File: config.mk
export PLATFORM = sky130hd
export DESIGN_NAME = ahb_write_bridge
export DESIGN_NICKNAME = d
export VERILOG_FILES = /design/src/hdl/loader_pkg.sv /design/src/hdl/ahb_write_bridge.sv
export SDC_FILE = /design/constraint.sdc
export NUM_CORES = 1
export LEC_CHECK = 0
export BUFFER_PORTS_ARGS = -buffer_cell sky130_fd_sc_hd__buf_2
export CAP_MARGIN = 20
export CORE_MARGIN = 5
export CORE_UTILIZATION = 42
export DETAILED_ROUTE_END_ITERATION = 6
export PLACE_DENSITY = 0.85
export SLEW_MARGIN = 10
export SYNTH_ARGS = -nofsm -noshare
export SYNTH_HDL_FRONTEND = slang
export SYNTH_SLANG_ARGS = --single-unit
File: constraint.sdc
create_clock -name clock -period 2.46 [get_ports clock]
set_clock_uncertainty 0.05 [all_clocks]
set_input_delay 0.615 -clock clock [delete_from_list [all_inputs] [get_ports clock]]
set_output_delay 0.615 -clock clock [all_outputs]
set_load 0.01 [all_outputs]
File: src/hdl/loader_pkg.sv
package loader_pkg;

    typedef logic [31:0] addr_t;
    typedef logic [7:0]  byte_t;
    typedef logic [31:0] word_t;
    typedef logic [1:0]  htrans_t;
    typedef logic [2:0]  hsize_t;

    localparam htrans_t HTRANS_IDLE   = 2'b00;
    localparam htrans_t HTRANS_NONSEQ = 2'b10;

    localparam hsize_t HSIZE_BYTE = 3'b000;
    localparam hsize_t HSIZE_HALF = 3'b001;
    localparam hsize_t HSIZE_WORD = 3'b010;

    // one byte that a data record asks to be written
    typedef struct packed {
        addr_t addr;
        byte_t data;
    } write_rec_t;

    // address phase and data phase of one master, hwdata trails by a cycle
    typedef struct packed {
        addr_t   haddr;
        htrans_t htrans;
        hsize_t  hsize;
        logic    hwrite;
        word_t   hwdata;
    } ahb_req_t;

endpackage
File: src/hdl/ahb_write_bridge.sv
module ahb_write_bridge (
    input  logic                   clock,
    input  logic                   rst_n,
    input  logic                   big_endian,
    input  loader_pkg::write_rec_t rec,
    input  logic                   rec_valid,
    output logic                   rec_ready,
    input  logic                   hready,
    output loader_pkg::ahb_req_t   req
);
    import loader_pkg::*;

    logic       pop;
    logic [1:0] lane;
    word_t      hwdata_q;

    // the address phase completes whenever the bus is ready
    assign rec_ready = hready;
    assign pop       = rec_valid && hready;

    // big endian puts the lowest address in the top byte lane
    assign lane = big_endian ? ~rec.addr[1:0] : rec.addr[1:0];

    always_comb begin
        req.haddr  = rec.addr;
        req.htrans = rec_valid ? HTRANS_NONSEQ : HTRANS_IDLE;
        req.hsize  = HSIZE_BYTE;
        req.hwrite = 1'b1;
        req.hwdata = hwdata_q;
    end

    // data phase of the popped record, held while the slave stalls
    always_ff @(posedge clock) begin
        if (!rst_n) begin
            hwdata_q <= '0;
        end else if (pop) begin
            hwdata_q <= word_t'(rec.data) << {lane, 3'b000};
        end
    end

endmodule

== Word level (Yosys, flattened, before mapping) ==
Cells that the tools add are included.
Cells by class
  shifts and indexed selects: 1
  mux-type cells: 2
  bitwise operators: 1
  reduce and logical (&&, ||, !) cells: 1
Operators by type and width (number)
  $shl 8x5->32: 1
  $mux 2: 2
  $not 2->2: 1
  $logic_and 1x1->1: 1
Word-level totals
  bits in registers: 32
  input bits: 45
  output and inout port bits: 71
  logic and storage cells: 6

== Logic depth before layout (Yosys ltp) ==
  word-level depth: 3
  mapped depth: 4
  mapped depth without buffers: 3

== Least setup slack after synthesis ==
OpenSTA, ideal clock, no wires.
  path kind: input-to-output
  start point: in hready
  end point: out rec_ready
  arrival time: 0.734 ns
  required time: 1.795 ns
  path slack: 1.061 ns
  cell stages on the path: 1
  path buffers: 1
  cells stage by stage: buf_4
RTL lines
  start, declared: line ahb_write_bridge.sv:8  | input logic hready,
  end, declared: line ahb_write_bridge.sv:7  | output logic rec_ready,
No word-level cell between the ends.

== Worst setup path after layout ==
  start point: in rec[9] (netlist name)
  end point: out req[39] (netlist name)
RTL lines
  start, declared: line ahb_write_bridge.sv:5  | input loader_pkg::write_rec_t rec,
  end, declared: line ahb_write_bridge.sv:9  | output loader_pkg::ahb_req_t req
No word-level cell between the ends.

==> impl_metrics.toml <==
[placed_design]
dpl.cell_count = 218
place_ws_ns = 0.787
place.gp.congestion = 0.802
io_buffers = 50

[die]
core-area_mm2 = 0.00336
io_pins = 116
die_w_um = 69.0
die_y_um = 69.0
num_rows = 21
die_area_mm2 = 0.00476
start_util_pct = 43.5

[cells_and_area]
drive_gt1_share_pct = 36.7
diodes = 0
final_core_util_pct = 45.3
syn_to_final_growth_pct = 4.28
layout.cells.non_filler = 226
nets = 224
largest_reg_flops = 32
top_regs = "hwdata_q x32"
top_register = "hwdata_q"

[clock_tree]
worstSkewPairLatency_ns = 0.32
clk_pin_slew_ns = 0.10
cts_max_level = 2
cts_num_sinks = 32
cts-root-buf = "clkbuf_4"
ctsResizeCount = 0
cts_hold_buffers = 0
clock_path_buffers = 2
tritoncts = "built"
post-cts-setup-buffers = 0
numCtsBuffers = 5

[power]
p_per_area_mw_per_mm2 = 617
cellLeakagePower_nw = 0.671
total_power_mw = 0.941
ir_drop_uv = 317

[detailed_routing]
drtAntennaViolNets = 0
drc = 0
drt_iter0_drc = 92
wl_per_cell_um = 14.7
wirelength_mm = 3.31
vias = 1136
vias_per_cell = 5.03
firstDrtPassIters = 4

[worst_setup_path]
startpoint = "rec[9]"
cp-start-kind = "input pin"
cpMostUsedCell = "buf_2"
crit_buf_inv = 2
path_cells = "buf_2 > buf_2"
path_max_fanout = 6
worstPathRequired_ns = 1.79
cp.depth = 2
slowest_delay_ns = 0.14
r2r-start = "hwdata_q[11]"
r2r-end = "hwdata_q[11]"
worstRegToRegCells = 2
crit_arrival_ns = 0.88
criticalPathCategory = "input pin to output pin"
critPathCapture = "req[39]"
cpLargestDelayFamily = "buffers and inverters"
crit_path_top_delay_cell = "buf_2"
rrSetupSlack_ns = 1.78
crit_path_end_kind = "output pin"

[flow_run]
drv_cap = 0

[timing]
clock.fmax_mhz = 646
fin_crit_sh_pct = 62.9
setup_violations = 0
fin_setup_tns_ns = 0
hold_viol = 0
final-max-slew-violation-count = 0
rsz0062_at_grt = "false"
worst_slack_ns = 0.912
period_needed_ns = 1.55

[synth]
synth_seq_area_share_pct = 43.8
yosys_register_bits = 32
yosys_warnings = 0
syn_inst = 165
syn-cell-area_mm2 = 0.00146
ys_types = 16
synth.avg_cell_area_um2 = 8.86

[global_routing]
grt_overflow = 0
antenna_found_initial = 0
grt_usage_pct = 13.8
grt_pass1_vias = 1081
grt_max_degree = 33
grt_pass1_wl_mm = 5.33

[run_status]
status = "complete, no violations"

[hold_path]
min_path_type = "flip-flop to flip-flop"
[synthesized netlist by cell type]
cell type | number | area share [%]
and2b_4 | 2 | 1.4
buf_2 | 2 | 0.68
buf_4 | 40 | 21
nor2_1 | 1 | 0.26
buf_1 | 2 | 0.51
nor3_1 | 1 | 0.34
dfxtp_1 | 32 | 44
a21oi_2 | 1 | 0.60
o21ai_1 | 11 | 3.8
o21ai_0 | 21 | 7.2
conb_1 | 2 | 0.51
clkbuf_1 | 4 | 1.0
nand3_1 | 40 | 14
nand2_1 | 1 | 0.26
mux2i_4 | 3 | 4.6
and2_1 | 2 | 0.86
[layer usage]
| layer | vias to the layer above | global-route usage (%) | wire length (µm) |
|---|---|---|---|
| met3 | 8 | 6.40 | 345 |
| met1 | 516 | 16.8 | 1390 |
| li1 | 555 | - | - |
| met4 | 0 | 5.42 | 34 |
| met2 | 57 | 20.9 | 1540 |
| met5 | - | 0 | 0 |
[layout by cell type, fill, tap and decap left out]
cell,instances
dfxtp_1,32
buf_2,50
mux2i_4,3
a21oi_2,1
nor3_1,1
buf_4,2
clkbuf_8,1
and2b_4,2
nor2_1,1
clkinv_2,2
conb_1,5
nand3_1,40
and2_1,2
clkbuf_4,5
nand2_1,1
o21ai_1,11
o21ai_0,21
[cells by family after synthesis]
family	count (synthesis)	synth area share, %
AOI/OAI and AO/OA	33	11.5
buffers and inverters	48	22.8
DFF	32	43.8
muxes	3	4.62
other	2	0.513
and+or+nand+nor	47	16.8
[power by group]
part	internal [mW]	switching, mW
logic	0.0356	0.0645
registers	0.528	0.00542
clock network	0.136	0.171
[worst min-delay path: stages (launching register included)]
cell	delay, ns
dfxtp_1	0.32
nand3_1	0.05
o21ai_1	0.05
[worst min-delay path by stage]
| stage | from | endpoint | slack, ns | cells after the start |
|---|---|---|---|---|
| 2_1_floorplan | hwdata_q[19] | hwdata_q[19] | 0.43 | 2 |
| 3_3_place_gp | hwdata_q[15] | hwdata_q[15] | 0.39 | 2 |
| 3_5_place_dp | hwdata_q[12] | hwdata_q[12] | 0.40 | 2 |
| 4_1_cts | hwdata_q[17] | hwdata_q[17] | 0.42 | 2 |
| 5_1_grt | hwdata_q[15] | hwdata_q[15] | 0.44 | 2 |
| 6_report | hwdata_q[12] | hwdata_q[12] | 0.41 | 2 |
[final cells by class]
type                    count  area [µm²]
fillers                   375        1840
flip-flops and latches     32         641
multi-input cells          88         500
repair buffers             52         265
well taps                  46        57.6
clock buffers               6        51.3
clock inverters             2        10.0
[through the flow]
step	instance area [µm²]	hold slack (ns)
2_1_floorplan	1470	0.434
3_3_place_gp	1460	0.395
3_5_place_dp	1460	0.405
4_1_cts	1530	0.419
5_1_grt	1530	0.436
6_report	1530	0.414
(Power assumes the default switching activity.)
