===== config.mk =====
export PLATFORM = sky130hd
export DESIGN_NAME = uart_receiver
export DESIGN_NICKNAME = d
export VERILOG_FILES = /design/src/hdl/loader_pkg.sv /design/src/hdl/uart_receiver.sv
export SDC_FILE = /design/constraint.sdc
export NUM_CORES = 1
export LEC_CHECK = 0
export BUFFER_PORTS_ARGS = -buffer_cell sky130_fd_sc_hd__buf_2
export CAP_MARGIN = 20
export CORE_MARGIN = 10
export CORE_UTILIZATION = 55
export DETAILED_ROUTE_END_ITERATION = 8
export GPL_ROUTABILITY_DRIVEN = 0
export GPL_TIMING_DRIVEN = 0
export PLACE_DENSITY_LB_ADDON = 0.05
export SYNTH_ARGS = -nofsm -noshare
export SYNTH_HDL_FRONTEND = slang
export SYNTH_SLANG_ARGS = --single-unit

===== constraint.sdc =====
create_clock -name clock -period 2.26 [get_ports clock]
set_clock_uncertainty 0.2 [all_clocks]
set_input_delay 0.113 -clock clock [delete_from_list [all_inputs] [get_ports clock]]
set_output_delay 0.113 -clock clock [all_outputs]
set_load 0.02 [all_outputs]

===== src/hdl/loader_pkg.sv =====
package loader_pkg;

    typedef logic [31:0] addr_t;
    typedef logic [7:0]  byte_t;
    typedef logic [31:0] word_t;
    typedef logic [1:0]  htrans_t;
    typedef logic [2:0]  hsize_t;

    localparam htrans_t HTRANS_IDLE   = 2'b00;
    localparam htrans_t HTRANS_NONSEQ = 2'b10;

    localparam hsize_t HSIZE_BYTE = 3'b000;
    localparam hsize_t HSIZE_HALF = 3'b001;
    localparam hsize_t HSIZE_WORD = 3'b010;

    // one byte that a data record asks to be written
    typedef struct packed {
        addr_t addr;
        byte_t data;
    } write_rec_t;

    // address phase and data phase of one master, hwdata trails by a cycle
    typedef struct packed {
        addr_t   haddr;
        htrans_t htrans;
        hsize_t  hsize;
        logic    hwrite;
        word_t   hwdata;
    } ahb_req_t;

endpackage

===== src/hdl/uart_receiver.sv =====
module uart_receiver #(
    parameter int CLKS_PER_BIT = 16
) (
    input  logic              clock,
    input  logic              rst_n,
    input  logic              rx,
    output loader_pkg::byte_t char_data,
    output logic              char_valid
);
    import loader_pkg::*;

    typedef enum logic [1:0] {
        RX_IDLE,
        RX_START,
        RX_DATA,
        RX_STOP
    } rx_state_t;

    localparam int CNT_W    = $clog2(CLKS_PER_BIT + 1);
    localparam int HALF_BIT = CLKS_PER_BIT / 2;

    rx_state_t        state;
    logic [1:0]       rx_sync;
    logic [CNT_W-1:0] cnt;
    logic [2:0]       bit_idx;
    logic             bit_tick;

    assign bit_tick = (cnt == CNT_W'(CLKS_PER_BIT - 1));

    always_ff @(posedge clock) begin
        if (!rst_n) begin
            rx_sync    <= 2'b11;
            state      <= RX_IDLE;
            cnt        <= '0;
            bit_idx    <= '0;
            char_valid <= 1'b0;
        end else begin
            rx_sync    <= {rx_sync[0], rx};
            char_valid <= 1'b0;
            cnt        <= cnt + 1'b1;
            case (state)
                RX_IDLE: begin
                    cnt <= '0;
                    if (!rx_sync[1]) begin
                        state <= RX_START;
                    end
                end
                RX_START: begin
                    // a start bit that is gone at mid-bit was only a glitch
                    if (cnt == CNT_W'(HALF_BIT - 1)) begin
                        cnt     <= '0;
                        bit_idx <= '0;
                        state   <= rx_sync[1] ? RX_IDLE : RX_DATA;
                    end
                end
                RX_DATA: begin
                    if (bit_tick) begin
                        cnt     <= '0;
                        bit_idx <= bit_idx + 1'b1;
                        if (bit_idx == 3'd7) begin
                            state <= RX_STOP;
                        end
                    end
                end
                default: begin
                    if (bit_tick) begin
                        char_valid <= rx_sync[1];
                        state      <= RX_IDLE;
                    end
                end
            endcase
        end
    end

    // data bits arrive lsb first
    always_ff @(posedge clock) begin
        if (state == RX_DATA && bit_tick) begin
            char_data <= {rx_sync[1], char_data[7:1]};
        end
    end

endmodule


[Word level (Yosys, flattened, before mapping)]
Index checks and enable logic that the tools add are counted.
W data, S select, Z words.
Storage, ports and cells
  register bits after elaboration: 21
  input port bits: 3
  output and inout port bits: 9
Cells by class
  add/subtract/negate cells: 2
  equal/unequal tests: 9
  mux-type cells: 13
  bitwise operators: 2
  reduce and logical (&&, ||, !) cells: 7
Operators by type and width (count)
  $pmux W5 S3: 1
  $mux W2: 6
  $mux W5: 2
  $ne A2 B2 Y1 const B: 4
  $mux W3: 2
  $pmux W2 S3: 1
  $pmux W3 S2: 1
  $add A5 B1 Y5 const B: 1
  $eq A5 B3 Y1 const B: 1
  $eq A5 B4 Y1 const B: 1
  $reduce_and A5 Y1: 1
  $reduce_or A5 Y1: 1
  $add A3 B1 Y3 const B: 1
  $eq A3 B3 Y1 const B: 1
  $reduce_and A3 Y1: 1
  $reduce_bool A3 Y1: 1
  $eq A2 B1 Y1 const B: 1
  $eq A2 B2 Y1 const B: 1
  $logic_not A2 Y1: 1
  $not A1 Y1: 2
  $reduce_bool A2 Y1: 1
  $logic_and A1 B1 Y1: 1

[Logic depth before layout (Yosys ltp)]
  depth after elaboration: 4
  depth in mapped cells: 8
  gate-level depth less buffers: 8

[Worst setup path after synthesis]
Ideal clock, no wire load.
  path kind: reg-to-reg
  start point: reg cnt[0]
  end point: reg state[0]
  arrival time: 1.566 ns
  required time: 1.929 ns
  setup slack: 0.363 ns
  stages on the path, launching flop included: 8
  path through: dfxtp_1 ha_1 nand3_1 inv_1 ha_1 a21boi_0 a2111oi_4 o21ai_0
On the way
  cells in the longest elaborated chain, start to end: 3
  elaborated cells between the ends (all ways): 6
  classes of those cells: 4 x eq/ne; 2 x reduce/logical
Ends and longest elaborated chain
  from (decl): line uart_receiver.sv:24  | logic [CNT_W-1:0] cnt;
  from (signal assigned): line uart_receiver.sv:40  | cnt <= cnt + 1'b1;
  $eq A5 B3 Y1 / $eq A5 B4 Y1 (equally long branches): line uart_receiver.sv:50, uart_receiver.sv:28
  $ne A2 B2 Y1 (no line) / $reduce_bool A3 Y1 (equally long branches)
  $reduce_and A5 Y1 (no line) *
  to (signal assigned): line uart_receiver.sv:53  | state <= rx_sync[1] ? RX_IDLE : RX_DATA;
  to (decl): line uart_receiver.sv:22  | rx_state_t state;
Every way passes the cells marked *; elsewhere a longest branch is shown, timed or not.
A chain may end at the register's enable or synchronous reset.

[Worst setup path after layout]
Same ends and word-level chain as after synthesis.

==> results.cfg <==
[detailed_routing]
via_per_inst = 5.42
dr.first_iter.drc_count = 3
routedWlPerCell_um = 13.6
routed_wl_um = 1560
drcViolationCount = 0
via_count = 623
antenna_left = 0
dr.pass1.iters = 2

[worst_setup_path]
critPathBufInv = 1
slowest_delay_ns = 0.40
crit_start = cnt[0]
crit_fanout = 5
cp.arrival_ns = 2.15
r2r_setup_slack_ns = 0.13
path_common_cell = nand3_1
cpMaxStageDelayCell = a2111oi_4
r2r-start = cnt[0]
path_cells = ha_2, nand3_1, inv_1, ha_1, a21boi_0, a2111oi_4, nand3_1, o21ai_0
required_ns = 2.29
cp_top_family = compound AO/OA/AOI/OAI gates
endpoint_kind = flop
crit_path_start_kind = flop
crit_type = reg2reg

[clock_network]
postCtsSetupRepairBufs = 0
clkSlewWorstSetupHoldPaths_ns = 0.11
clockBufferDepth = 2
clkLatencyLatePin_ns = 0.30
clock-root-buffer = clkbuf_4
clock-sinks = 21
ctsHtreeMaxLevel = 1
cts_tree = built
numCtsBuffers = 3

[min_path]
hold_start = rx_sync[0]
hp-class = reg2reg

[timing]
min_period_ns = 2.13
maxSlewViolCount = 0
hold_viol_final = 0
setup_slack_ns = 0.135
period_share_pct = 94.0
worstMarginPinSlew_ns = 0.488
setup_viol = 0
slew_headroom_pct = 67.2
max_freq_mhz = 471
fin_hold_ws_ns = 0.225

[die]
die-area_sq_um = 3830
dieHeight_um = 61.9
pin_count = 12
start_util_pct = 57.2
die_x_um = 61.9
coreArea_sq_um = 1690
num_rows = 15

[global_routing]
grtUsageTotal_pct = 8.95
grt_pass1_wl_um = 2480
overflow = 0
grt_pass1_vias = 583
grt_max_degree = 13
antenna_found_initial = 0

[place]
dp_hpwl_um = 1160
dp_worst_setup_slack_ns = 0.118
io_buffers = 11

[finish]
fin_nets = 111
final_common_cell = dfxtp_1
n_antenna_cell = 0
final_util_pct = 65.6
syn_to_final_growth_pct = 14.8
final_cell_mix = dfxtp_1, buf_2, ha_1, edfxtp_1, nor2_1
drive_above_1_share_pct = 21.4

[logic_synthesis]
synth_warnings = 0
ys_ff_latch = 21
syn_inst = 80
syn_nets = 92
synth_cell_types = 26
avgSynthCellArea_sq_um = 12.1
syn_area_sq_um = 966
yosysSeqAreaShare_pct = 51.8

[pwr]
p_per_area_nw_per_um2 = 658
cellLeakagePower_nw = 0.447
ir_drop_mv = 0.507

[flow_run]
max_cap_violations = 0

[outcome]
status = finished, final reports clean
-- worst reg2reg max path, cell delays in order (launching register included) --
cell       delay [ns]
dfxtp_1          0.37
ha_2             0.24
nand3_1          0.11
inv_1            0.07
ha_1             0.24
a21boi_0         0.21
a2111oi_4        0.40
nand3_1          0.11
o21ai_0          0.09
-- layout make-up --
cell class,count,area [sq um]
inverters,5,18.8
fillers,156,581
plain buffers,1,3.75
multi-input cells,53,452
repair buffers,14,85.1
clock buffers,3,22.5
flip-flops and latches,21,500
clock inverters,1,5.00
well taps,17,21.3
-- cell families (layout without fill, tap and decap cells) --
group	after synthesis	in the layout	synth area share (%)
simple gates	29	29	18.8
mux	3	3	3.11
fa+ha+maj	9	9	11.7
xor+xnor	2	2	1.81
compound gates	10	10	10.5
flops	21	21	51.8
buf+inv	6	24	2.33
-- worst paths after layout --
path	end	depth (start not counted)
worst max-delay path	state[0]	8
worst max register to register	state[0]	8
worst min-delay path	rx_sync[1]	1
worst min register to register	rx_sync[1]	1
-- registers in the layout, indices dropped and copies added, names as in the netlist --
register,flops
char_data,8
cnt,5
bit_idx,3
rx_sync,2
state,2
char_valid,1
-- cells in the mapped netlist --
master	n	share of area, %
a2111oi_4	1	2.9
a211o_2	1	1.0
a21oi_1	1	0.52
nor3_1	1	0.52
nand3b_1	1	0.78
a31oi_1	1	0.65
nand4b_1	1	0.91
nand4bb_4	1	2.9
a211oi_4	1	2.1
edfxtp_1	8	25
nand2_1	2	0.78
ha_1	9	12
dfxtp_1	13	27
clkbuf_1	1	0.39
inv_1	5	1.9
o21ai_0	3	1.6
nand3_1	3	1.6
o311a_1	1	1.0
and2_1	5	3.2
a21boi_0	1	0.78
mux2i_1	3	3.1
nor4b_1	1	0.91
nor2b_1	5	3.2
nand2b_1	2	1.3
xor2_1	2	1.8
nor2_1	7	2.7
-- stage by stage --
stage	instance area [sq um]	total power, mW	cells	TNS [ns]
final	1110	0.729	115	0
after global routing	1110	0.771	115	-0.00332
after global placement	1040	0.559	108	0
after CTS	1100	0.739	115	0
after floorplan	966	0.542	80	0
after detailed placement	1040	0.562	108	0
-- layer usage --
layer | wire length, um | track usage, % | up-vias | part of all wire, %
met3 | 105 | 3.25 | 4 | 6.7
met1 | 672 | 9.20 | 294 | 43
li1 | - | - | 314 | -
met5 | 0 | 0 | - | 0
met2 | 744 | 15.1 | 11 | 48
met4 | 41 | 5.73 | 0 | 2.6
-- power by group --
part	switching, mW	internal [mW]	total (mW)
registers	0.0120	0.402	0.414
logic	0.0754	0.0694	0.145
clock network	0.105	0.0659	0.171
total	0.192	0.537	0.729
-- what timing repair did --
| item | 4_1_cts | 5_1_grt |
|---|---|---|
| gates resized for setup | 0 | 2 |
| hold buffers | 3 | 0 |
| setup endpoints to repair | 0 | 2 |
| endpoints found under the hold margin | 2 | 0 |
No activity file was read; power rests on OpenSTA's default activity.
