==> src/hdl/loader_pkg.sv <==
package loader_pkg;

    typedef logic [31:0] addr_t;
    typedef logic [7:0]  byte_t;
    typedef logic [31:0] word_t;
    typedef logic [1:0]  htrans_t;
    typedef logic [2:0]  hsize_t;

    localparam htrans_t HTRANS_IDLE   = 2'b00;
    localparam htrans_t HTRANS_NONSEQ = 2'b10;

    localparam hsize_t HSIZE_BYTE = 3'b000;
    localparam hsize_t HSIZE_HALF = 3'b001;
    localparam hsize_t HSIZE_WORD = 3'b010;

    // one byte that a data record asks to be written
    typedef struct packed {
        addr_t addr;
        byte_t data;
    } write_rec_t;

    // address phase and data phase of one master, hwdata trails by a cycle
    typedef struct packed {
        addr_t   haddr;
        htrans_t htrans;
        hsize_t  hsize;
        logic    hwrite;
        word_t   hwdata;
    } ahb_req_t;

endpackage
==> src/hdl/write_fifo.sv <==
module write_fifo #(
    parameter int FIFO_DEPTH = 4
) (
    input  logic                   clock,
    input  logic                   rst_n,
    input  loader_pkg::write_rec_t in_rec,
    input  logic                   in_valid,
    output logic                   in_ready,
    output loader_pkg::write_rec_t out_rec,
    output logic                   out_valid,
    input  logic                   out_ready,
    output logic                   empty
);
    import loader_pkg::*;

    localparam int PTR_W = (FIFO_DEPTH > 1) ? $clog2(FIFO_DEPTH) : 1;
    localparam int CNT_W = $clog2(FIFO_DEPTH + 1);

    write_rec_t       mem [FIFO_DEPTH];
    logic [PTR_W-1:0] wr_ptr;
    logic [PTR_W-1:0] rd_ptr;
    logic [CNT_W-1:0] count;
    logic             push;
    logic             pop;

    assign in_ready  = (count != CNT_W'(FIFO_DEPTH));
    assign empty     = (count == '0);
    assign out_valid = !empty;
    assign out_rec   = mem[rd_ptr];
    assign push      = in_valid && in_ready;
    assign pop       = out_valid && out_ready;

    always_ff @(posedge clock) begin
        if (!rst_n) begin
            wr_ptr <= '0;
            rd_ptr <= '0;
            count  <= '0;
        end else begin
            if (push) begin
                wr_ptr <= (wr_ptr == PTR_W'(FIFO_DEPTH - 1)) ? '0 : wr_ptr + 1'b1;
            end
            if (pop) begin
                rd_ptr <= (rd_ptr == PTR_W'(FIFO_DEPTH - 1)) ? '0 : rd_ptr + 1'b1;
            end
            count <= count + CNT_W'(push) - CNT_W'(pop);
        end
    end

    always_ff @(posedge clock) begin
        if (push) begin
            mem[wr_ptr] <= in_rec;
        end
    end

endmodule

==> config.mk <==
export PLATFORM = sky130hd
export DESIGN_NAME = write_fifo
export DESIGN_NICKNAME = d
export VERILOG_FILES = /design/src/hdl/loader_pkg.sv /design/src/hdl/write_fifo.sv
export SDC_FILE = /design/constraint.sdc
export NUM_CORES = 1
export LEC_CHECK = 0
export BUFFER_PORTS_ARGS = -buffer_cell sky130_fd_sc_hd__buf_2
export CORE_MARGIN = 5
export CORE_UTILIZATION = 32
export DETAILED_ROUTE_END_ITERATION = 10
export GPL_ROUTABILITY_DRIVEN = 1
export HOLD_SLACK_MARGIN = 0.06
export SLEW_MARGIN = 15
export SYNTH_ARGS = -nofsm -noshare
export SYNTH_HDL_FRONTEND = slang
export SYNTH_SLANG_ARGS = --single-unit
==> constraint.sdc <==
create_clock -name clock -period 3.1 [get_ports clock]
set_input_delay 0.31 -clock clock [delete_from_list [all_inputs] [get_ports clock]]
set_output_delay 0.31 -clock clock [all_outputs]
set_load 0.005 [all_outputs]
# Word level (Yosys, flattened, before mapping)
# Memories as Yosys holds them, arrays and structs flattened. A register that Yosys moved wholly into a read port is not among the register bits.
# Cells that the tools add are included.
# Widths: inputs -> output; s select.
# totals
output_inout_bits,43
ram_bits,160
elab_cells,21
input_bits,44
regBits,7
n_memories,1
# op_classes
n_eq_ne,3
mux,6
addsub,4
n_reduce_logical,4
# mem_list
name,depth,word_bits,read_ports,rd_clocked_by_memory_dff,wr,line_no,source
mem,4,40,1,1,1,write_fifo.sv:19,write_rec_t mem [FIFO_DEPTH];
# op_table
cell,count
$mux 2,4
$add 2x1->2 const B,2
$eq 2x2->1 const B,2
$add 3x1->3,1
$logic_not 3->1,1
$ne 3x3->1 const B,1
$sub 3x1->3,1
$logic_and 1x1->1,2
$mux 1,2
$logic_not 1->1,1

# Logic depth before layout (Yosys ltp)
# depth
word_depth,5
ltp_mapped,12
mapped_depth_nobuf,11

# Least setup slack after synthesis
# OpenSTA, ideal clock, no wires.
# synth_path
path_kind,register to register
startpoint,reg count[1]
endpoint,reg count[2]
path_stages_with_launch,13
slack_ps,742
arrival_ps,2243
n_path_buf,1
t_required_ps,2985
cell_sequence,dfxtp_1 or3b_1 buf_6 and2_4 inv_1 ha_1 inv_1 ha_1 inv_1 fa_1 xnor2_1 xnor2_1 and2_1
# synth_via
elab_chain_len,4
word_cells_on_any_way,7
classes_between,add/sub (2); eq/ne (1); reduce/logical (4)
# synth_rtl
element,line_no,source
from (decl),write_fifo.sv:22,logic [CNT_W-1:0] count;
from (signal assigned),write_fifo.sv:45,count <= count + CNT_W'(push) - CNT_W'(pop);
$ne 3x3->1,write_fifo.sv:26,assign in_ready = (count != CNT_W'(FIFO_DEPTH));
via in_ready,write_fifo.sv:8,"output logic in_ready,"
$logic_and 1x1->1,write_fifo.sv:30,assign push = in_valid && in_ready;
$add 3x1->3,write_fifo.sv:45,
$sub 3x1->3,write_fifo.sv:45,
# The timed path passes the listed nets, and every way through them passes these cells.
# A chain may end at the register's enable or synchronous reset.

# Final worst setup path
# layout_path
startpoint,reg count[1]
endpoint,reg count[2]
# layout_via
elab_chain_len,4
word_cells_on_any_way,7
classes_between,add/sub (2); eq/ne (1); reduce/logical (4)
# layout_rtl
element,line_no
$ne 3x3->1 / $logic_not 3->1 (equally long branches),"write_fifo.sv:26, write_fifo.sv:27"
$logic_and 1x1->1 / $logic_not 1->1 (equally long branches),"write_fifo.sv:30, write_fifo.sv:28"
$add 3x1->3 / $logic_and 1x1->1 (equally long branches),"write_fifo.sv:45, write_fifo.sv:31"
$sub 3x1->3 (*),write_fifo.sv:45
# Every way passes the cells marked *; elsewhere a longest branch is shown, timed or not.

==> impl_results.rst <==
.. list-table::
   :header-rows: 1

   * - Metric
     - Value
   * - Upper clock frequency limit
     - 395 MHz
   * - Worst clock skew on the final layout
     - 0.00957 ns
   * - # clock sinks
     - 169
   * - Hpwl dp
     - 7040 um
   * - Overall Global Routing Usage
     - 10.9%
   * - TritonCTS clock tree
     - built
   * - Number of buffers inserted by port buffering
     - 86
   * - Vias/cell
     - 4.45
   * - H-tree level count
     - 4
   * - Slew Limit Headroom
     - 30.1%
   * - Synthesis warning total
     - 0
   * - Die Height
     - 150 um
   * - Initial DRT Pass Iterations
     - 4
   * - Cell types with the largest area share after synthesis
     - sky130_fd_sc_hd__edfxtp_1 (77%), sky130_fd_sc_hd__mux4_2 (14%), sky130_fd_sc_hd__dfxtp_1 (2.9%)
   * - Setup crit end
     - count[2]$_SDFF_PN0_
   * - Fin Hold WS
     - 0.107 ns
   * - # placed instances
     - 608
   * - Post-detailed-route count of antenna-violating nets
     - 0
   * - I/O pin cnt
     - 87
   * - Outcome
     - finished clean
   * - Post-CTS Repair Setup Buffers
     - 0
   * - Stages on the worst setup path
     - 11
   * - Initial antenna violation count
     - 0
   * - Setup Crit Path Kind
     - flop to flop
   * - Global-route wire length before repair
     - 17900 um
   * - Crit path top cell by count
     - sky130_fd_sc_hd__inv_1
   * - Dominant register cell in the synthesized netlist
     - sky130_fd_sc_hd__edfxtp_1
   * - Data arrival time of the critical path
     - 2.85 ns
   * - Synthesized cell area
     - 6250 um2
   * - Maximum capacitance violations
     - 0
   * - Initial core utilization
     - 32.3%
   * - Fraction of the yosys area taken by sequential cells
     - 79.8%
   * - Startpoint type of the worst setup path
     - flop
   * - Vias in the first global route
     - 3189
   * - Initial drt markers
     - 174
   * - Num CTS Buffers
     - 17
   * - Ordered cell list for the critical path
     - or3b_1 -> and2_4 -> inv_1 -> ha_1 -> inv_1 -> ha_1 -> inv_1 -> fa_1 -> xnor2_1 -> xnor2_1 -> and2_1
   * - Largest delay contributor family on the critical path
     - simple AND/OR/NAND/NOR gates
   * - Fraction of synthesized cell area taken by the top area cell type
     - 76.9%
   * - Clock latency at the later pin of the worst-skew pair
     - 0.42 ns
   * - Largest stage delay, worst path
     - 0.49 ns
   * - Layout overhead on the synthesized area
     - 21.7%
   * - Dominant cell by count in the synthesized netlist
     - sky130_fd_sc_hd__edfxtp_1
   * - Final estimated routing congestion in global placement
     - 0.705
   * - CTS clk-pin slew, worst paths
     - 0.07 ns
   * - Buf/Inv on CP
     - 3
   * - Worst hold path type
     - input pin to flop
   * - Final routed wire length divided by cell count
     - 17.7 um
   * - WL final
     - 11300 um
   * - Maximum clock insertion buffer count
     - 2
   * - Filler cell count
     - 1737
   * - Top cell type by total area after synthesis
     - sky130_fd_sc_hd__edfxtp_1
   * - Aggregate global routing overflow
     - 0
   * - Root Buffer Master
     - sky130_fd_sc_hd__clkbuf_16
   * - Setup repair after global routing missed its margin
     - false
   * - R2R Setup Slk
     - 0.57 ns
   * - Reg2reg end
     - count[2]$_SDFF_PN0_
   * - Transition time of the tightest slew-check pin
     - 1.05 ns
   * - Non-filler cells in the finished layout
     - 640
   * - Core area
     - 19300 um2
   * - Period utilization
     - 81.6%
   * - Area of the die
     - 22400 um2
   * - Peak supply drop
     - 339 uV
   * - Required time of the critical path
     - 3.42 ns
   * - Die W
     - 150 um
   * - Minimum period implied by the final worst setup slack
     - 2.53 ns
   * - Pin count of the biggest net entering global routing
     - 37
   * - Share of post-route cells with drive strength above 1
     - 45.9%
   * - Share of synthesized flip-flops with an asynchronous set or reset
     - 0%
   * - Net count after synthesis
     - 313
   * - Highest fanout seen on the critical path
     - 7
   * - Count of state elements after synthesis
     - 169
   * - Power density of the placed cells
     - 801 nW/um2
   * - Routed via count
     - 2848
   * - Leading post-synthesis cells by instance count
     - sky130_fd_sc_hd__edfxtp_1 (160), sky130_fd_sc_hd__mux4_2 (40), sky130_fd_sc_hd__dfxtp_1 (9)
   * - Startpoint of the worst register-to-register path
     - count[1]$_SDFF_PN0_
   * - Dpl ws
     - 0.582 ns
   * - Mapped Avg Cell Area
     - 23.9 um2
   * - Static power due to leakage
     - 2.56 nW
   * - Depth of the worst register-to-register path
     - 11
   * - Final-layout setup total negative slack
     - 0 ns
   * - Total count of max-transition violations in the final report
     - 0
   * - Number of instances in the synthesized netlist
     - 261
   * - Final Hold Fails
     - 0
   * - Ant. Diodes
     - 0
   * - Setup violators final
     - 0
   * - Least setup slack across all paths after layout
     - 0.571 ns
   * - Floorplan row count
     - 51
   * - Post-synth cell types
     - 25
   * - Resize count post-CTS
     - 0
   * - Worst setup path start
     - count[1]$_SDFF_PN0_
   * - Slowest stage cell on the critical path
     - sky130_fd_sc_hd__or3b_1
   * - Kind of end point of the critical path
     - flop
   * - EDFF count, synth
     - 160
   * - Final routed DRC violation total
     - 0
   * - Number of buffers inserted for hold repair after clock tree synthesis
     - 0
   * - Nets
     - 414
[logic make-up (layout without fill, tap and decap cells)]
| family | Yosys count | count (layout) | synth area share (%) |
|---|---|---|---|
| xor+xnor | 2 | 2 | 0.280 |
| mux | 41 | 41 | 14.6 |
| compound gates | 4 | 4 | 0.400 |
| simple gates | 20 | 20 | 1.86 |
| fa+ha+maj | 8 | 8 | 1.72 |
| buf+inv | 17 | 131 | 1.38 |
| flops | 169 | 169 | 79.8 |
[state kept, by name (all words and copies together) (netlist names), named ones only]
register and cells:
rd_ptr 2, wr_ptr 2, count 3, mem 160
[layout by cell type (no fill, tap or decap), drive strengths merged]
cell type,n
edfxtp,160
dfxtp,9
and2,3
or3,1
nand2,5
mux2i,1
inv,9
xnor2,2
fa,1
buf,93
clkinv,8
and3,4
nor2,2
bufinv,2
nor2b,1
nand4,1
nand3,2
o31a,1
or3b,1
clkbuf,17
mux4,40
clkinvlp,2
o21ai,3
ha,7
[power by group]
part,internal (W),switching (W)
Combinational,0.000625,0.000520
Sequential,0.00277,0.000141
Clock,0.00119,0.000844
[per-layer routing]
layer	share of wire [%]	track usage (%)	up-vias
met3	5.3	4.39	15
met1	43	13.1	1482
met4	1.5	3.98	0
met5	0	0	-
li1	-	-	1289
met2	51	17.6	62
[stage by stage]
stage          utilization, %  power, W  cell area [um2]
3_5_place_dp             36.4   0.00416             7030
6_report                 39.3   0.00609             7600
2_1_floorplan               -   0.00364             6250
5_1_grt                  39.3   0.00640             7600
3_3_place_gp             36.4   0.00413             7030
4_1_cts                  39.3   0.00620             7600
[cell type report]
cell class                      instances  area [um2]  area share [%]
Tap cell                              265         332            4.36
Clock inverter                         15         150            1.97
Multi-Input combinational cell         75        1180            15.5
Clock buffer                           17         425            5.59
Sequential cell                       169        4990            65.6
Inverter                                6        22.5           0.296
Timing Repair Buffer                   93         508            6.68
[worst min path at each step]
stage | start | endpoint | slack [ns] | cells past startpoint
3_5_place_dp | wr_ptr[1]$_SDFFE_PN0P_ | wr_ptr[1]$_SDFFE_PN0P_ | 0.51 | 2
4_1_cts | in_rec[3] | mem[3][3]$_DFFE_PP_ | 0.08 | 1
2_1_floorplan | in_rec[0] | mem[0][0]$_DFFE_PP_ | 0.41 | 0
3_3_place_gp | wr_ptr[0]$_SDFFE_PN0P_ | wr_ptr[0]$_SDFFE_PN0P_ | 0.49 | 2
6_report | in_rec[36] | mem[3][36]$_DFFE_PP_ | 0.11 | 1
5_1_grt | in_rec[3] | mem[1][3]$_DFFE_PP_ | 0.08 | 1
[worst reg2reg max path, stage by stage, from the launching register on]
cell                      delay (ns)
sky130_fd_sc_hd__dfxtp_1        0.36
sky130_fd_sc_hd__or3b_1         0.49
sky130_fd_sc_hd__and2_4         0.21
sky130_fd_sc_hd__inv_1          0.05
sky130_fd_sc_hd__ha_1           0.22
sky130_fd_sc_hd__inv_1          0.06
sky130_fd_sc_hd__ha_1           0.14
sky130_fd_sc_hd__inv_1          0.05
sky130_fd_sc_hd__fa_1           0.37
sky130_fd_sc_hd__xnor2_1        0.22
sky130_fd_sc_hd__xnor2_1        0.09
sky130_fd_sc_hd__and2_1         0.15
(Power assumes the default switching activity.)
