--- config.mk ---
export PLATFORM = sky130hd
export DESIGN_NAME = srec_parser
export DESIGN_NICKNAME = d
export VERILOG_FILES = /design/src/hdl/loader_pkg.sv /design/src/hdl/srec_parser.sv
export SDC_FILE = /design/constraint.sdc
export NUM_CORES = 1
export LEC_CHECK = 0
export BUFFER_PORTS_ARGS = -buffer_cell sky130_fd_sc_hd__buf_2
export CAP_MARGIN = 20
export CORE_MARGIN = 5
export CORE_UTILIZATION = 23
export DETAILED_ROUTE_END_ITERATION = 16
export PLACE_DENSITY_LB_ADDON = 0.05
export SLEW_MARGIN = 20
export SYNTH_ARGS = -nofsm -noshare
export SYNTH_HDL_FRONTEND = slang
export SYNTH_SLANG_ARGS = --single-unit
--- constraint.sdc ---
create_clock -name clock -period 4.3 [get_ports clock]
set_input_delay 0.645 -clock clock [delete_from_list [all_inputs] [get_ports clock]]
set_output_delay 0.645 -clock clock [all_outputs]
set_load 0.05 [all_outputs]
--- src/hdl/loader_pkg.sv ---
package loader_pkg;

    typedef logic [31:0] addr_t;
    typedef logic [7:0]  byte_t;
    typedef logic [31:0] word_t;
    typedef logic [1:0]  htrans_t;
    typedef logic [2:0]  hsize_t;

    localparam htrans_t HTRANS_IDLE   = 2'b00;
    localparam htrans_t HTRANS_NONSEQ = 2'b10;

    localparam hsize_t HSIZE_BYTE = 3'b000;
    localparam hsize_t HSIZE_HALF = 3'b001;
    localparam hsize_t HSIZE_WORD = 3'b010;

    // one byte that a data record asks to be written
    typedef struct packed {
        addr_t addr;
        byte_t data;
    } write_rec_t;

    // address phase and data phase of one master, hwdata trails by a cycle
    typedef struct packed {
        addr_t   haddr;
        htrans_t htrans;
        hsize_t  hsize;
        logic    hwrite;
        word_t   hwdata;
    } ahb_req_t;

endpackage
--- src/hdl/srec_parser.sv ---
module srec_parser (
    input  logic                   clock,
    input  logic                   rst_n,
    input  loader_pkg::byte_t      char_data,
    input  logic                   char_valid,
    output loader_pkg::write_rec_t wr_rec,
    output logic                   wr_valid,
    input  logic                   wr_ready,
    output logic                   in_progress,
    output logic                   format_error,
    output logic                   checksum_error
);
    import loader_pkg::*;

    typedef enum logic [2:0] {
        ST_WAIT_S,
        ST_TYPE,
        ST_COUNT,
        ST_ADDR,
        ST_DATA,
        ST_CSUM
    } srec_state_t;

    srec_state_t state;
    logic [3:0]  rec_type;
    logic [3:0]  hex_hi;
    logic        have_hi;
    logic [2:0]  addr_left;
    byte_t       bytes_left;
    byte_t       sum;
    addr_t       addr;

    logic        hex_ok;
    logic [3:0]  nib;
    byte_t       cur_byte;
    logic        is_data_rec;
    logic        is_term_rec;

    // msb of the result flags a valid hex digit
    function automatic logic [4:0] hex_value(input byte_t c);
        logic [4:0] v;
        v = 5'b0;
        if (c >= "0" && c <= "9") begin
            v = {1'b1, c[3:0]};
        end else if ((c >= "A" && c <= "F") || (c >= "a" && c <= "f")) begin
            v = {1'b1, c[3:0] + 4'd9};
        end
        return v;
    endfunction

    assign {hex_ok, nib} = hex_value(char_data);
    assign cur_byte      = {hex_hi, nib};
    assign is_data_rec   = rec_type inside {4'd1, 4'd2, 4'd3};
    assign is_term_rec   = rec_type inside {4'd7, 4'd8, 4'd9};

    always_ff @(posedge clock) begin
        if (!rst_n) begin
            state          <= ST_WAIT_S;
            have_hi        <= 1'b0;
            addr_left      <= '0;
            bytes_left     <= '0;
            wr_valid       <= 1'b0;
            in_progress    <= 1'b0;
            format_error   <= 1'b0;
            checksum_error <= 1'b0;
        end else begin
            if (wr_valid && wr_ready) begin
                wr_valid <= 1'b0;
            end
            if (char_valid) begin
                case (state)
                    ST_WAIT_S: begin
                        if (char_data == "S") begin
                            state          <= ST_TYPE;
                            in_progress    <= 1'b1;
                            format_error   <= 1'b0;
                            checksum_error <= 1'b0;
                        end else if (char_data != 8'h0d && char_data != 8'h0a) begin
                            format_error <= 1'b1;
                        end
                    end
                    ST_TYPE: begin
                        rec_type <= char_data[3:0];
                        have_hi  <= 1'b0;
                        state    <= ST_COUNT;
                        // address length in bytes follows from the type digit
                        case (char_data)
                            "0", "1", "9": addr_left <= 3'd2;
                            "2", "8":      addr_left <= 3'd3;
                            "3", "7":      addr_left <= 3'd4;
                            default: begin
                                format_error <= 1'b1;
                                state        <= ST_WAIT_S;
                            end
                        endcase
                    end
                    default: begin
                        if (!hex_ok) begin
                            format_error <= 1'b1;
                            state        <= ST_WAIT_S;
                        end else if (!have_hi) begin
                            hex_hi  <= nib;
                            have_hi <= 1'b1;
                        end else begin
                            have_hi <= 1'b0;
                            case (state)
                                ST_COUNT: begin
                                    bytes_left <= cur_byte;
                                    sum        <= cur_byte;
                                    addr       <= '0;
                                    state      <= ST_ADDR;
                                    // the count must cover the address and checksum
                                    if (cur_byte <= byte_t'(addr_left)) begin
                                        format_error <= 1'b1;
                                        state        <= ST_WAIT_S;
                                    end
                                end
                                ST_ADDR: begin
                                    addr       <= {addr[23:0], cur_byte};
                                    sum        <= sum + cur_byte;
                                    bytes_left <= bytes_left - 1'b1;
                                    addr_left  <= addr_left - 1'b1;
                                    if (addr_left == 3'd1) begin
                                        state <= (bytes_left == 8'd2) ? ST_CSUM : ST_DATA;
                                    end
                                end
                                ST_DATA: begin
                                    sum        <= sum + cur_byte;
                                    bytes_left <= bytes_left - 1'b1;
                                    if (is_data_rec) begin
                                        wr_rec   <= '{addr: addr, data: cur_byte};
                                        wr_valid <= 1'b1;
                                        addr     <= addr + 1'b1;
                                    end
                                    if (bytes_left == 8'd2) begin
                                        state <= ST_CSUM;
                                    end
                                end
                                ST_CSUM: begin
                                    if (cur_byte != ~sum) begin
                                        checksum_error <= 1'b1;
                                    end
                                    if (is_term_rec) begin
                                        in_progress <= 1'b0;
                                    end
                                    state <= ST_WAIT_S;
                                end
                                default: ;
                            endcase
                        end
                    end
                endcase
            end
        end
    end

endmodule

**Word-level counts from Yosys, hierarchy flattened**

Cells that the tools add are included.

- Mux-type cells: 51
- Eq/ne operators: 35
- Bitwise operators: 5
- Reduce and logical (&&, ||, !) cells: 37
- Magnitude comparators: 7
- Add/sub/neg operators: 5

Operator list:

| kind | number |
|---|---|
| 32-bit one-hot mux with 3 select lines | 1 |
| 8-bit by 6-bit == test with 1-bit output, second input constant | 7 |
| 32-bit by 1-bit adder with 32-bit output, second input constant | 1 |
| 32-bit 2-to-1 mux | 1 |
| 8-bit one-hot mux with 2 select lines | 2 |
| 7-bit AND reduction | 4 |
| 1-bit 2-to-1 mux | 27 |
| 3-bit 2-to-1 mux | 8 |
| 6-bit AND reduction | 4 |
| 2-bit nonzero test | 9 |
| 8-bit by 7-bit greater-or-equal comparator with 1-bit output, second input constant | 2 |
| 8-bit by 7-bit <= comparator with 1-bit output, second input constant | 2 |
| 8-bit by 4-bit != test with 1-bit output, second input constant | 2 |
| 4-bit by 1-bit != test with 1-bit output, second input constant | 3 |
| 3-bit one-hot mux with 2 select lines | 2 |
| 3-bit one-hot mux with 4 select lines | 1 |
| 5-bit 2-to-1 mux | 2 |
| 5-bit != test, second input constant | 2 |
| 5-bit AND reduction | 2 |
| 3-bit one-hot mux with 3 select lines | 1 |
| 3-bit nonzero test | 3 |
| 8-bit adder | 1 |
| 4-bit by 2-bit == test with 1-bit output, second input constant | 2 |
| 4-bit == test, second input constant | 2 |
| other kinds (29) | 49 |

- Bits in registers: 107
- Bits of input ports: 12

**Depth between registers and ports, before layout**

Gate-level depths: netlist of the first run.

- Depth after elaboration: 11
- Gate-level depth with buffers: 14

**Least setup slack after synthesis of the first run**

Ideal clock, no wire load.

- Kind: input to register
- From: input char_data[3]
- To: register wr_rec[0] (netlist name), enable pin
- Arrival time: 3.699 ns
- Setup slack: 0.164 ns
- Buffers on the path: 2
- Cell stages on the path: 7
- Cells stage by stage: buf_6 or4b_4 nor3_4 or2_1 buf_4 nand4_1 nor2_1

- Word-level cells in the longest chain between the ends: 6
- Elaborated cells between the ends (all ways): 13
- Those cells by class: 6 x order compare; 2 x mux; 5 x reduce/logical

RTL lines:

| element | RTL line | RTL |
|---|---|---|
| from (decl) | srec_parser.sv:4 | `input loader_pkg::byte_t char_data,` |
| 8-bit by 7-bit greater-or-equal comparator with 1-bit output or 8-bit by 7-bit <= comparator with 1-bit output (tied branches) | srec_parser.sv:45 | `end else if ((c >= "A" && c <= "F") \|\| (c >= "a" && c <= "f")) begin` |
| 1-bit logical AND | srec_parser.sv:45 |  |
| 1-bit logical OR | srec_parser.sv:45 |  |
| 5-bit 2-to-1 mux | srec_parser.sv:45 |  |
| 5-bit 2-to-1 mux (*) | srec_parser.sv:43 | `if (c >= "0" && c <= "9") begin` |
| 7-bit AND reduction (no line) (*) | -- |  |
| to (signal assigned) | srec_parser.sv:131 | `wr_rec <= '{addr: addr, data: cur_byte};` |
| to (decl) | srec_parser.sv:6 | `output loader_pkg::write_rec_t wr_rec,` |

Mark *: on every way between the ends. The rest lies on a longest branch, timed or not.
A chain may end at the register's enable or synchronous reset.

**Worst setup path after layout of the first run**

- From: input char_data[4]
- To: register sum[7], data pin

- Word-level cells in the longest chain between the ends: 7
- Elaborated cells between the ends (all ways): 14
- Those cells by class: 1 x add/sub; 6 x order compare; 3 x mux; 4 x reduce/logical

RTL lines:

| element | RTL line | RTL |
|---|---|---|
| 8-bit by 7-bit greater-or-equal comparator with 1-bit output or 8-bit by 7-bit <= comparator with 1-bit output (tied branches) | srec_parser.sv:45 |  |
| 1-bit logical AND | srec_parser.sv:45 |  |
| 1-bit logical OR | srec_parser.sv:45 |  |
| 5-bit 2-to-1 mux | srec_parser.sv:45 |  |
| 5-bit 2-to-1 mux (*) | srec_parser.sv:43 |  |
| named net cur_byte[2] | srec_parser.sv:35 | `byte_t cur_byte;` |
| 8-bit adder (*) | srec_parser.sv:120, srec_parser.sv:128 |  |
| 8-bit one-hot mux with 2 select lines (*) | srec_parser.sv:106 | `case (state)` |
| to (signal assigned) | srec_parser.sv:109 | `sum <= cur_byte;` |
| to (signal assigned) | srec_parser.sv:120 | `sum <= sum + cur_byte;` |
| to (signal assigned) | srec_parser.sv:128 | `sum <= sum + cur_byte;` |
| to (decl) | srec_parser.sv:30 | `byte_t sum;` |

Mark *: on every way through the listed nets, which the timed path passes. The rest lies on a longest branch.

==> results.py, run 1 <==
metrics = {
    "run_status": {
        "status": "finished clean",
    },
    "routing": {
        "first_pass_iters": 4,
        "vias_per_cell": 4.585,
        "drtIter0Drc": 202,
        "vias": 4108,
        "route.detailed.drc": 0,
        "post_drt_wl_per_cell_um": 17.85,
        "ant_nets": 0,
        "wl_um": 16000,
    },
    "finish": {
        "final_layout_size_suffix_gt1_frac": 0.1681,
        "area_growth_pct": 17.75,
        "fillers": 2490,
        "fin_nets": 604,
        "diodes": 0,
        "final_util": 0.2763,
    },
    "synthesis": {
        "ys_warn_count": 0,
        "syn_area_um2": 5542,
        "syn_nets": 547,
        "synth_compound_area_frac": 0.1431,
        "synth_area_leaders": "edfxtp_1 (48%), dfxtp_1 (6.9%), o21ai_0 (4.3%)",
        "synth_top_cell_area_share": 0.4769,
        "synth-edff-count": 88,
        "muxShareOfSynthArea": 0.003838,
        "synth.most_common_cell": "edfxtp_1",
        "synthArstFlopShare": 0,
        "synth_seq_cells": 107,
        "synth-main-ff-cell": "edfxtp_1",
        "synth_top_family_by_area": "simple AND/OR/NAND/NOR gates",
        "synth_cell_types": 65,
        "yosysTopAreaCell": "edfxtp_1",
        "syn_avg_cell_area_um2": 10.76,
        "synthTopCellsByCount": "edfxtp_1 (88), nand2_1 (53), o21ai_0 (48)",
        "yosysSeqAreaShare": 0.5455,
        "yosys.area_share.simple": 0.1691,
        "synth_adder_area_share": 0.04651,
        "postSynthCellCount": 515,
        "synth_xor_area_frac": 0.06006,
    },
    "pwr": {
        "vdd_ir_drop_max_mv": 0.1839,
        "power_mw": 2.042,
        "p_leak_nw": 2.115,
        "powerDensity_nw_per_um2": 313.0,
    },
    "setup_path": {
        "path_buf_inv": 1,
        "worstSetupPathType": "in2reg",
        "r2r_setup_slack_ps": 1010,
        "crit_slowest_cell": "a2111oi_0",
        "end_kind": "register",
        "cp-start-kind": "primary input",
        "worstPathMaxFanout": 8,
        "cp.arrival_ps": 3900,
        "crit_required_ps": 4390,
        "cp_top_family": "compound AO/OA/AOI/OAI gates",
        "critPathMostFrequentCell": "o21ai_0",
        "critPathMaxStageDelay_ps": 610,
        "path_cells": "buf_2, or4b_4, nor3_4, nand2_1, o21ai_0, ha_1, o21ai_0, o21bai_1, a2111oi_0, o31a_1, nor3_1, xor2_1",
    },
    "timing": {
        "rsz0062_at_grt": "no",
        "hold_violations": 0,
        "maxSlewHeadroom": 0.3353,
        "maxSlewViolCount": 0,
        "holdWs_ps": 465.3,
        "setup-violations-final": 0,
        "finalCriticalPeriod_ps": 3811,
        "tns_ps": 0,
        "fin_crit_sh": 0.8862,
        "clock_skew_ps": 7.594,
        "fmax_mhz": 262.4,
        "tightestPinTransition_ps": 993.4,
    },
    "floorplanning": {
        "initial_core_util": 0.2347,
        "ios": 56,
        "die-area_um2": 27300,
        "die-height_um": 165.2,
        "core_area_um2": 23610,
        "row_count": 56,
        "dieWidth_um": 165.2,
    },
    "placement": {
        "port_buffers": 55,
        "hpwl_um": 11440,
        "routabilityCongestion": 0.7844,
    },
    "clock_tree": {
        "cts_tree": "built",
        "cts_hold_buffers": 0,
        "numCtsBuffers": 9,
        "clk_pin_slew_ps": 80,
        "cts_max_path_buffers": 2,
        "cts.sinks": 107,
        "worstSkewPairLatency_ps": 360,
        "cts_root_buf": "clkbuf_16",
        "post_cts_buffers": 0,
        "ctsResizeCount": 0,
        "htree_levels": 3,
    },
    "min_path": {
        "hold_class": "in2reg",
    },
    "job": {
        "drv_cap": 0,
    },
    "global_route": {
        "grt_start_max_net_pins": 36,
        "grt_overflow": 0,
        "first_global_vias": 4113,
        "antenna_found_initial": 0,
        "grt.total_usage": 0.1209,
        "grt_pass1_wl_um": 24920,
    },
}
area by class of cell:
type,count,area [um2],area share
multi-input combinational,366,2361,0.3618
clock inverter,6,56.30,0.008629
inverter,21,78.83,0.01208
clock buffer,10,229.0,0.03509
sequential,107,3023,0.4633
tap,319,399.1,0.06117
timing repair buffer,67,377.9,0.05791
final timing paths:
| path | start | endpoint | cells past startpoint |
|---|---|---|---|
| worst max-delay path | char_data[4] | sum[7]$_DFFE_PP_ | 12 |
| worst min-delay path | wr_ready | wr_valid$_SDFF_PN0_ | 2 |
| worst min register to register | checksum_error$_SDFFE_PN0P_ | checksum_error$_SDFFE_PN0P_ | 1 |
| worst max register to register | state[2]$_SDFFE_PN0P_ | wr_rec[29]$_DFFE_PP_ | 4 |
flip-flops by register name, indices dropped and copies added, names as in the netlist:
signal          count
wr_rec             40
addr               32
bytes_left          8
sum                 8
hex_hi              4
rec_type            4
addr_left           3
state               3
checksum_error      1
format_error        1
have_hi             1
in_progress         1
wr_valid            1
placed cells by master, fill, tap and decap left out, drive strengths merged, types with 4 or more instances in the layout:
cell	n
o22ai	7
o21ai	49
nor3	10
inv	25
nor4	6
or2	5
clkbuf	10
nand3	21
nor2	37
ha	19
and4	5
a211oi	4
a22o	4
o21bai	4
nand2b	5
a31oi	8
xor2	15
a21oi	22
nand4	7
nand2	55
edfxtp	88
dfxtp	19
buf	67
nor3b	4
and3	7
xnor2	23
stage by stage:
stage / worst slack [ps] / std cells / area, um2
after floorplan: 163.8 / 515 / 5542
after global placement: 233.9 / 880 / 6240
after detailed placement: 194.6 / 880 / 6240
after CTS: 504.5 / 896 / 6525
after global routing: 186.6 / 896 / 6525
final: 489.1 / 896 / 6525
where the power goes:
part           switching (mW)  internal, mW  leakage, nW
combinational          0.0599        0.0309        0.999
clock                   0.426         0.408        0.138
sequential            0.00756          1.11        0.979
logic make-up (layout without fill, tap and decap cells):
group,after synthesis,after routing
AO/OA/AOI/OAI,126,126
XOR/XNOR,38,38
adder cells (fa/ha/maj),20,20
buffers and inverters,42,104
flip-flops,107,107
multiplexers,2,2
AND/OR/NAND/NOR,180,180
layer usage:
metal,share of wire,track usage,up-vias
met5,0,0,-
met4,0.011,0.02722,0
met3,0.032,0.02681,10
met2,0.50,0.2092,55
met1,0.45,0.1544,2014
li1,-,-,2029
Power figures use the tool's default switching activity.
==> run 2, diff against run 1 <==
- PLACE_DENSITY: default -> 0.42
- PLACE_DENSITY_LB_ADDON: 0.05 -> default
==> run 2 against run 1 <==
Net effect: via count up 1.2%; core utilization down 0.11 points; first-iteration DRC count up 23%; critical path type unchanged; hold slack better by 9.0 ps; global-route usage down 1.4 points; die area unchanged; fmax up 3.3%; worst setup slack better by 120 ps; power down 0.51%; routed wire length down 11%; non-clock buffer count down 2.
==> results.py, run 2 (synthesis gave the netlist of run 1 again) <==
metrics = {
    "timing": {
        "maxSlewHeadroom": 0.4876,
        "finalCriticalPeriod_ps": 3690,
        "hold_violations": 0,
        "fin_crit_sh": 0.8582,
        "setup-violations-final": 0,
        "rsz0062_at_grt": "no",
        "tightestPinTransition_ps": 762.7,
        "maxSlewViolCount": 0,
        "clock_skew_ps": 9.395,
        "fmax_mhz": 271.0,
        "tns_ps": 0,
    },
    "clock_tree": {
        "cts.sinks": 107,
        "clk_pin_slew_ps": 80,
        "htree_levels": 3,
        "cts_tree": "built",
        "cts_root_buf": "clkbuf_16",
        "cts_max_path_buffers": 2,
        "worstSkewPairLatency_ps": 360,
        "cts_hold_buffers": 0,
        "post_cts_buffers": 0,
        "numCtsBuffers": 9,
        "ctsResizeCount": 0,
    },
    "floorplanning": {
        "die-height_um": 165.2,
        "dieWidth_um": 165.2,
        "core_area_um2": 23610,
        "row_count": 56,
        "die-area_um2": 27300,
        "ios": 56,
        "initial_core_util": 0.2347,
    },
    "job": {
        "drv_cap": 0,
    },
    "placement": {
        "hpwl_um": 10250,
        "dp.cells": 878,
        "port_buffers": 55,
        "routabilityCongestion": 0.7971,
    },
    "run_status": {
        "status": "finished clean",
    },
    "setup_path": {
        "cp-start-kind": "primary input",
        "critPathMostFrequentCell": "o21ai_0",
        "r2r_start": "state[2]$_SDFFE_PN0P_",
        "end_kind": "register",
        "worstPathMaxFanout": 8,
        "path_buf_inv": 1,
        "critPathMaxStageDelay_ps": 590,
        "worstSetupPathType": "in2reg",
        "crit_slowest_cell": "a2111oi_0",
        "cp_top_family": "simple AND/OR/NAND/NOR gates",
        "path_cells": "buf_2, or4b_4, nor3_4, nand2_1, o21ai_0, ha_1, o21ai_0, o21bai_1, a2111oi_0, nor4_1, nor3_1, xor2_1",
        "crit_required_ps": 4400,
        "cp.arrival_ps": 3790,
        "critPathLaunch": "char_data[4]",
    },
    "global_route": {
        "first_global_vias": 4089,
        "grt_pass1_wl_um": 22750,
        "grt_overflow": 0,
        "grt.total_usage": 0.1070,
        "antenna_found_initial": 0,
        "grt_start_max_net_pins": 41,
    },
    "routing": {
        "wl_um": 14300,
        "post_drt_wl_per_cell_um": 15.99,
        "vias": 4158,
        "vias_per_cell": 4.651,
        "first_pass_iters": 4,
        "ant_nets": 0,
        "drtIter0Drc": 248,
        "route.detailed.drc": 0,
    },
    "pwr": {
        "vdd_ir_drop_max_mv": 0.1481,
        "powerDensity_nw_per_um2": 312.6,
        "p_leak_nw": 2.111,
    },
    "min_path": {
        "hold_class": "reg2reg",
        "min_from": "addr_left[1]$_SDFFE_PN0P_",
    },
    "finish": {
        "fillers": 2502,
        "fin_nets": 602,
        "final_cell_mix": "edfxtp_1 (88), buf_2 (55), nand2_1 (53)",
        "instances_no_fill": 894,
        "reg.largest.list": "wr_rec x40, addr x32",
        "layout_commonest_cell": "edfxtp_1",
        "diodes": 0,
        "top_register": "wr_rec",
        "final_layout_size_suffix_gt1_frac": 0.1670,
        "largest_reg_flops": 40,
        "area_growth_pct": 17.30,
    },
}
## run 2: changes by cell type in the layout (fill, tap and decap cells not counted), sizes merged
cell / change
inv: -1
clkinvlp: -1
clkinv: +3
buf: -2
clkbuf: -1
## run 2: cell type report
| class | count | area [um2] | share of cell area |
|---|---|---|---|
| clock inverters | 7 | 70.07 | 0.01078 |
| repair buffers | 65 | 350.3 | 0.05390 |
| multi-input cells | 366 | 2354 | 0.3621 |
| clock buffers | 9 | 225.2 | 0.03465 |
| flip-flops and latches | 107 | 3023 | 0.4651 |
| inverters | 21 | 78.83 | 0.01213 |
| well taps | 319 | 399.1 | 0.06141 |
## run 2: final timing paths
path                                             endpoint  slack, ps  cells past startpoint
worst max-delay path                     sum[7]$_DFFE_PP_        610                     12
worst min-delay path            addr_left[1]$_SDFFE_PN0P_        470                      2
worst max register to register       wr_rec[39]$_DFFE_PP_       1190                      4
worst min register to register  addr_left[1]$_SDFFE_PN0P_        470                      2
## run 2: per-stage QoR
stage | util | area (um2) | hold WS, ps | setup WS, ps | power [mW]
5_1_grt | 0.2753 | 6500 | 470.4 | 371.7 | 2.111
2_1_floorplan | - | 5542 | 445.5 | 163.8 | 1.198
3_3_place_gp | 0.2628 | 6205 | 451.1 | 316.7 | 1.228
3_5_place_dp | 0.2628 | 6205 | 453.3 | 266.5 | 1.229
6_report | 0.2753 | 6500 | 474.3 | 609.6 | 2.032
4_1_cts | 0.2753 | 6500 | 462.4 | 644.5 | 2.065
## run 2: power breakdown
part / internal (mW) / switching, mW / total, mW / leakage, nW
clock: 0.410 / 0.417 / 0.827 / 0.147
sequential: 1.11 / 0.00749 / 1.12 / 0.979
combinational: 0.0306 / 0.0577 / 0.0883 / 0.986
total: 1.55 / 0.482 / 2.03 / 2.11
## run 2: worst reg2reg max path, cell delays in order, from the launching register on
cell,delay (ps)
dfxtp_1,640
or3b_2,810
or4_1,680
nor2_4,130
buf_4,450
## run 2: routing by layer
metal	GRT usage	part of all wire
met1	0.1342	0.44
met4	0.02495	0.011
met2	0.1862	0.50
met5	0	0
met3	0.02556	0.047
